### config.mk
export PLATFORM = sky130hd
export DESIGN_NAME = mem_exercise_top
export DESIGN_NICKNAME = d
export VERILOG_FILES = /design/src/memx_pkg.sv /design/src/line_store.sv /design/src/mem_exercise_top.sv /design/src/pattern_sequencer.sv /design/src/readback_checker.sv
export VERILOG_INCLUDE_DIRS = /design/src /design/src/src
export SDC_FILE = /design/constraint.sdc
export NUM_CORES = 1
export LEC_CHECK = 0
export ABC_AREA = 1
export ABC_CLOCK_PERIOD_IN_PS = 8600
export BUFFER_PORTS_ARGS = -buffer_cell sky130_fd_sc_hd__buf_2
export CAP_MARGIN = 25
export CORE_ASPECT_RATIO = 0.8
export CORE_UTILIZATION = 55
export CTS_BUF_LIST = sky130_fd_sc_hd__clkbuf_16
export CTS_CLUSTER_SIZE = 24
export DETAILED_ROUTE_END_ITERATION = 8
export PLACE_DENSITY = 0.72
export SKIP_CTS_REPAIR_TIMING = 1
export SYNTH_ARGS = -nofsm -noshare
export SYNTH_HDL_FRONTEND = slang
export SYNTH_SLANG_ARGS = --single-unit
### constraint.sdc
create_clock -name clk -period 8.6 [get_ports clk]
set_input_delay 0 -clock clk [delete_from_list [all_inputs] [get_ports clk]]
set_output_delay 0 -clock clk [all_outputs]
set_load 0.01 [all_outputs]
### src/memx_params.svh
`ifndef MEMX_PARAMS_SVH
`define MEMX_PARAMS_SVH

// Line and address widths
`define MEMX_LINE_BITS 256
`define MEMX_ADDR_BITS 28

// Pass geometry
`define MEMX_NUM_LINES 9
`define MEMX_BASE_ADDR 28'h0001000
`define MEMX_ADDR_STRIDE 8

// Cycles from command accept to ready
`define MEMX_LATENCY 3

// Store entries, indexed by address bits 6 down to 3
`define MEMX_STORE_DEPTH 16

`endif

### src/memx_pkg.sv
`include "memx_params.svh"

package memx_pkg;

	////////////////////
	// Test modes
	////////////////////

	typedef enum logic [1:0]
	{
		MODE_WRITE_READ = 2'd0,
		MODE_WRITE_ONLY = 2'd1,
		MODE_READ_ONLY = 2'd2
	} test_mode_e;

	////////////////////
	// Command channel
	////////////////////

	// On a read, data holds the expected line
	typedef struct packed
	{
		logic write;
		logic [`MEMX_ADDR_BITS-1:0] addr;
		logic [`MEMX_LINE_BITS-1:0] data;
	} mem_cmd_t;

	// Ready is a one-cycle pulse per command
	typedef struct packed
	{
		logic ready;
		logic [`MEMX_LINE_BITS-1:0] data;
	} mem_rsp_t;

endpackage

### src/line_store.sv
`timescale 1ns/1ps
`include "memx_params.svh"

module line_store #(
	parameter int LATENCY = `MEMX_LATENCY
)
(
	input logic clk,
	input logic rst,
	input logic cmd_valid,
	input memx_pkg::mem_cmd_t cmd,
	output memx_pkg::mem_rsp_t rsp
);

	localparam int LINE_BITS = `MEMX_LINE_BITS;
	localparam int DEPTH = `MEMX_STORE_DEPTH;
	localparam int IDX_BITS = $clog2(DEPTH);
	localparam int CNT_BITS = (LATENCY > 1) ? $clog2(LATENCY) : 1;

	logic [LINE_BITS-1:0] mem [0:DEPTH-1];

	logic active;
	logic [CNT_BITS-1:0] count;
	logic [CNT_BITS-1:0] elapsed;
	logic new_cmd;
	logic fire;
	logic [IDX_BITS-1:0] idx;

	logic ready_q;
	logic [LINE_BITS-1:0] rd_data_q;

	// Line index from the address, above the 8-byte step
	assign idx = cmd.addr[IDX_BITS+2:3];

	////////////////////
	// Latency counter
	////////////////////

	// Still high in the ready cycle, so that cycle is not a new command
	assign new_cmd = cmd_valid && !active && !ready_q;
	assign elapsed = active ? count : '0;
	assign fire = (new_cmd || active) && (elapsed == CNT_BITS'(LATENCY - 1));

	always_ff @(posedge clk)
	begin
		if (rst)
		begin
			active <= 1'b0;
			count <= '0;
			ready_q <= 1'b0;
		end
		else
		begin
			ready_q <= fire;
			if (fire)
			begin
				active <= 1'b0;
				count <= '0;
			end
			else if (new_cmd)
			begin
				active <= 1'b1;
				count <= CNT_BITS'(1);
			end
			else if (active)
			begin
				count <= count + 1'b1;
			end
		end
	end

	////////////////////
	// Line memory
	////////////////////

	always_ff @(posedge clk)
	begin
		if (fire)
		begin
			if (cmd.write)
			begin
				mem[idx] <= cmd.data;
			end
			else
			begin
				rd_data_q <= mem[idx];
			end
		end
	end

	assign rsp = '{ready: ready_q, data: rd_data_q};

endmodule

### src/mem_exercise_top.sv
`timescale 1ns/1ps
`include "memx_params.svh"

module mem_exercise_top
(
	input logic clk,
	input logic rst,
	input logic start,
	input memx_pkg::test_mode_e mode,
	input logic [31:0] seed,
	output logic busy,
	output logic done,
	output logic [15:0] mismatch_count,
	output logic [`MEMX_ADDR_BITS-1:0] first_bad_addr,
	output logic any_mismatch
);

	logic cmd_valid;
	memx_pkg::mem_cmd_t cmd;
	memx_pkg::mem_rsp_t rsp;
	logic pass_start;

	// Command source
	pattern_sequencer u_seq
	(
		.clk(clk),
		.rst(rst),
		.start(start),
		.mode(mode),
		.seed(seed),
		.cmd_valid(cmd_valid),
		.cmd(cmd),
		.rsp(rsp),
		.busy(busy),
		.done(done),
		.pass_start(pass_start)
	);

	// Stand-in for the DDR2 controller and memory
	line_store #(.LATENCY(`MEMX_LATENCY)) u_store
	(
		.clk(clk),
		.rst(rst),
		.cmd_valid(cmd_valid),
		.cmd(cmd),
		.rsp(rsp)
	);

	readback_checker u_chk
	(
		.clk(clk),
		.rst(rst),
		.pass_start(pass_start),
		.cmd(cmd),
		.rsp(rsp),
		.mismatch_count(mismatch_count),
		.first_bad_addr(first_bad_addr),
		.any_mismatch(any_mismatch)
	);

endmodule

### src/pattern_sequencer.sv
`timescale 1ns/1ps
`include "memx_params.svh"

module pattern_sequencer
(
	input logic clk,
	input logic rst,
	input logic start,
	input memx_pkg::test_mode_e mode,
	input logic [31:0] seed,
	output logic cmd_valid,
	output memx_pkg::mem_cmd_t cmd,
	input memx_pkg::mem_rsp_t rsp,
	output logic busy,
	output logic done,
	output logic pass_start
);

	localparam int LINE_BITS = `MEMX_LINE_BITS;
	localparam int ADDR_BITS = `MEMX_ADDR_BITS;
	localparam int NUM_LINES = `MEMX_NUM_LINES;
	localparam int IDX_BITS = (NUM_LINES > 1) ? $clog2(NUM_LINES) : 1;
	localparam int WORDS = LINE_BITS / 32;

	typedef enum logic [1:0]
	{
		ST_IDLE,
		ST_WRITE,
		ST_READ
	} state_e;

	state_e state;
	logic [IDX_BITS-1:0] line_idx;
	memx_pkg::test_mode_e mode_q;
	logic [31:0] seed_q;
	logic last_line;

	// Word w of line n is seed ^ {n, w}
	function automatic logic [LINE_BITS-1:0] line_data(input logic [31:0] s,
		input logic [IDX_BITS-1:0] n);
		logic [LINE_BITS-1:0] d;
		d = '0;
		for (int w = 0; w < WORDS; w++)
		begin
			d[w*32 +: 32] = s ^ {16'(n), 16'(w)};
		end
		return d;
	endfunction

	assign pass_start = start && (state == ST_IDLE);
	assign busy = (state != ST_IDLE);
	assign last_line = (line_idx == IDX_BITS'(NUM_LINES - 1));

	// Current command, held steady until the line counter moves
	assign cmd.write = (state == ST_WRITE);
	assign cmd.addr = `MEMX_BASE_ADDR
		+ ADDR_BITS'(line_idx) * ADDR_BITS'(`MEMX_ADDR_STRIDE);
	assign cmd.data = line_data(seed_q, line_idx);

	always_ff @(posedge clk)
	begin
		if (pass_start)
		begin
			mode_q <= mode;
			seed_q <= seed;
		end
	end

	////////////////////
	// Pass FSM
	////////////////////

	always_ff @(posedge clk)
	begin
		if (rst)
		begin
			state <= ST_IDLE;
			line_idx <= '0;
			cmd_valid <= 1'b0;
			done <= 1'b0;
		end
		else
		begin
			done <= 1'b0;
			case (state)
				ST_IDLE:
				begin
					if (start)
					begin
						line_idx <= '0;
						// Read-only skips straight to the read phase
						state <= (mode == memx_pkg::MODE_READ_ONLY) ? ST_READ : ST_WRITE;
					end
				end
				default:
				begin
					if (!cmd_valid)
					begin
						cmd_valid <= 1'b1;
					end
					else if (rsp.ready)
					begin
						cmd_valid <= 1'b0;
						if (last_line)
						begin
							line_idx <= '0;
							if (state == ST_WRITE && mode_q == memx_pkg::MODE_WRITE_READ)
							begin
								state <= ST_READ;
							end
							else
							begin
								state <= ST_IDLE;
								done <= 1'b1;
							end
						end
						else
						begin
							line_idx <= line_idx + 1'b1;
						end
					end
				end
			endcase
		end
	end

endmodule

### src/readback_checker.sv
`timescale 1ns/1ps
`include "memx_params.svh"

module readback_checker
(
	input logic clk,
	input logic rst,
	input logic pass_start,
	input memx_pkg::mem_cmd_t cmd,
	input memx_pkg::mem_rsp_t rsp,
	output logic [15:0] mismatch_count,
	output logic [`MEMX_ADDR_BITS-1:0] first_bad_addr,
	output logic any_mismatch
);

	logic rd_done;
	logic miss;

	// A read completes when ready rises with a read command up
	assign rd_done = rsp.ready && !cmd.write;

	// Full-line compare against the expected line on the command
	assign miss = rd_done && (rsp.data != cmd.data);

	assign any_mismatch = (mismatch_count != '0);

	////////////////////
	// Result registers
	////////////////////

	always_ff @(posedge clk)
	begin
		if (rst || pass_start)
		begin
			mismatch_count <= '0;
			first_bad_addr <= '0;
		end
		else if (miss)
		begin
			// Only the first failure of the pass is kept
			if (!any_mismatch)
			begin
				first_bad_addr <= cmd.addr;
			end
			// Saturate instead of wrapping back to zero
			if (mismatch_count != '1)
			begin
				mismatch_count <= mismatch_count + 16'd1;
			end
		end
	end

endmodule

==> results.md <==
- Status: finished clean
- RSZ-0062 raised after global routing: no
- Slew HR: 28.3%
- Top cells by area, synth: edfxtp_1 72%, o21ai_0 5.4%, nor2_1 4.8%
- Worst path bufs/invs: 2
- Initial antenna violation count: 0
- CTS tree: built
- Residual DRC: 0
- Post-Route WL: 61.9 mm
- Utilization after layout: 62.8%
- Cell taking the most area after synthesis: edfxtp_1
- Synth Area in XOR/XNOR: 1.33%
- Synth warn: 0
- Max Clk Rate: 0.276 GHz
- Worst reg2reg path depth: 5
- Starting density of the core: 55.8%
- Ys async rst share: 0%
- Worst setup EP type: register
- CTS Buf Count: 60
- Critical Path Max Stage Delay: 0.84 ns
- Clock share of power: 39.2%
- Post-synthesis compound-gate area fraction: 9.32%
- Pleak: 0.00993 uW
- Unique masters post-synth: 35
- Largest fanout on the critical path: 219
- Post-synth top cells: 629 x edfxtp_1, 338 x nor2_1, 283 x o21ai_0, 243 x nand2_1, 140 x o22ai_1
- Post-route setup TNS: 0 ns
- Final Hold Fails: 0
- Adder-cell share of the synthesized area: 0.286%
- GPL Wtd Cong: 0.850
- Min Tclk post-route: 3.62 ns
- Worst setup path class: reg -> reg
- Reg2Reg Setup Slack: 4.98 ns
- Largest net degree at the start of global routing: 220
- Max-slew violation count: 0
- Final period utilization: 42.1%
- Top cell type's share of synthesized area: 72.0%
- Worst hold path depth: 2
- Antenna viol nets, final: 0
- Root Driver: clkbuf_16
- Post-synthesis simple-gate area fraction: 11.1%
- Critical-path top delay cell: dfxtp_4
- Peak supply drop: 0.000179 V
- Placeable Area: 47000 um^2
- Clock Tree Buf Depth: 3
- Crit path DAT: 3.88 ns
- EDFF count, synth: 629
- Worst r2r src: u_seq.line_idx[0]
- Setup Skew: 0.0243 ns
- Combinational share of power: 6.1%
- Worst Hold Path EP: u_seq.seed_q[0]
- Avg Vias per Cell: 5.91
- P_int: 5230 uW
- Seq/Total Area, Yosys: 74.5%
- Share of cells above drive strength 1: 11.1%
- First-pass GRT wire length: 92.9 mm
- Final setup vio count: 0
- Sequential power share: 54.7%
- WL/cell: 22.1 um
- Hold crit path type: in -> reg
- Tightest Pin Transition: 1.08 ns
- FF-to-FF End: u_store.mem[15][224]
- Ports: 84
- Vias: 16500
- Syn Inst Count: 2051
- PortBufs: 60
- Startpoint Class: register
- Die X: 246 um
- Layout Area Growth over Synthesis: 12.6%
- Hold path startpoint: seed[0]
- Clock Sinks: 662
- Vias in the first global route: 15500
- PD cells: 230 nW/um^2
- First-pass iteration count of the detailed router: 5
- Switch Pwr: 1550 uW
- Post-synthesis register bit count: 662
- Initial drt markers: 1959
- Fin worst setup slack: 4.98 ns
- Crit-path cells: buf_12 -> ha_1 -> nand2_1 -> nor2_4 -> buf_4
- Total GRT Usage: 25.6%
- Sw Share: 22.9%
- Top-count cell post-synth: edfxtp_1
- Pre-CTS setup slack: 4.98 ns
- Synthesized area: 26200 um^2
- Die Y: 197 um
- Site row count: 71
- Post-synth top flop: edfxtp_1
- Net count, final: 2170
- Latest clock arrival within the worst-skew pair: 0.63 ns
- Final hold slack: 0.0798 ns
- Grt total ovfl: 0
- CTS H-tree depth: 2
- CP top delay family: buffers and inverters
- Die area: 48600 um^2
- Post-synthesis mux area share: 0%
- Clock-pin slew on the worst setup and hold paths: 0.07 ns
- Max_cap viols: 0
- ANT cells: 0
- Mean post-synth cell area: 12.8 um^2
- Critical Path RT: 8.86 ns
- Largest family of logic cells by synthesized area: simple AND/OR/NAND/NOR gates
- Post-DP HPWL: 33.3 mm
==> cells by family after synthesis <==
logic type      after synthesis
other cells                   1
fa+ha+maj                     6
buf+inv                     201
xor+xnor                     39
compound gates              447
flops                       662
simple gates                695
==> registers in the layout, indices dropped and copies added, names as in the netlist <==
signal                cells
u_seq.state               2
u_seq.mode_q              2
u_seq.done                1
u_store.rd_data_q        35
u_store.ready_q           1
u_store.active            1
u_seq.seed_q             32
u_chk.mismatch_count     16
u_seq.cmd_valid           1
u_store.count             2
u_seq.line_idx            4
u_store.mem             560
u_chk.first_bad_addr      5
==> power by group through the flow <==
stage / registers (uW) / logic [uW] / clock network, uW
final: 3700 / 416 / 2660
after global routing: 3710 / 461 / 2820
after CTS: 3710 / 403 / 2680
after detailed placement: 3770 / 401 / 0
after global placement: 3770 / 387 / 0
after floorplan: 3730 / 305 / 0
==> metal layers <==
layer | up-vias | wire length, um | global-route usage, %
met5 | - | 0 | 0
met4 | 0 | 1350 | 7.29
met3 | 111 | 5560 | 4.27
met2 | 752 | 28300 | 38.6
met1 | 8128 | 26600 | 38.4
li1 | 7540 | - | -
==> stage by stage <==
stage | cell area, um^2 | total power, uW | instances
after floorplan | 26300 | 4030 | 2073
after global placement | 27100 | 4160 | 2643
after detailed placement | 27200 | 4180 | 2649
after CTS | 29200 | 6790 | 2759
after global routing | 29500 | 6990 | 2795
final | 29500 | 6780 | 2795
==> area by class of cell <==
class	count	area, um^2
clock buffer	61	1530
multi-input combinational	1210	5990
sequential	662	19600
clock inverter	49	408
tap	620	776
fill	3460	17500
inverter	65	250
timing repair buffer	128	1010
==> worst max path at each step <==
stage | start | endpoint | slack, ns | cells after the start
3_3_place_gp | u_seq.line_idx[0] | u_store.mem[7][250] | 5.03 | 4
4_1_cts | u_seq.line_idx[0] | u_store.mem[13][242] | 4.96 | 5
3_5_place_dp | u_seq.line_idx[0] | u_store.mem[13][245] | 4.98 | 5
5_1_grt | u_seq.line_idx[0] | u_store.mem[13][242] | 4.76 | 5
6_report | u_seq.line_idx[0] | u_store.mem[15][224] | 4.98 | 5
2_1_floorplan | u_seq.line_idx[0] | u_store.mem[0][161] | 4.42 | 8
==> placed cells by master (no fill, tap or decap), types with 2 or more instances in the layout <==
master / count
a21oi_2: 8
nor3_2: 4
dlygate4sd3_1: 35
o21ai_0: 283
nand3_1: 13
nor3_1: 13
xnor2_1: 22
nand4_1: 53
nor4_1: 4
bufinv_16: 7
nor2_1: 322
dfxtp_1: 31
nor2_2: 4
xor2_1: 16
inv_6: 3
nand3_4: 2
buf_12: 4
clkinv_1: 16
a21oi_1: 14
nand2_1: 243
buf_16: 3
o22ai_1: 140
buf_2: 60
inv_2: 5
clkinvlp_4: 3
nand2_2: 16
nor2_4: 18
inv_1: 67
clkinv_2: 12
clkbuf_16: 61
dfxtp_4: 2
edfxtp_1: 629
ha_1: 6
conb_1: 23
buf_4: 25
(Power assumes the default switching activity.)
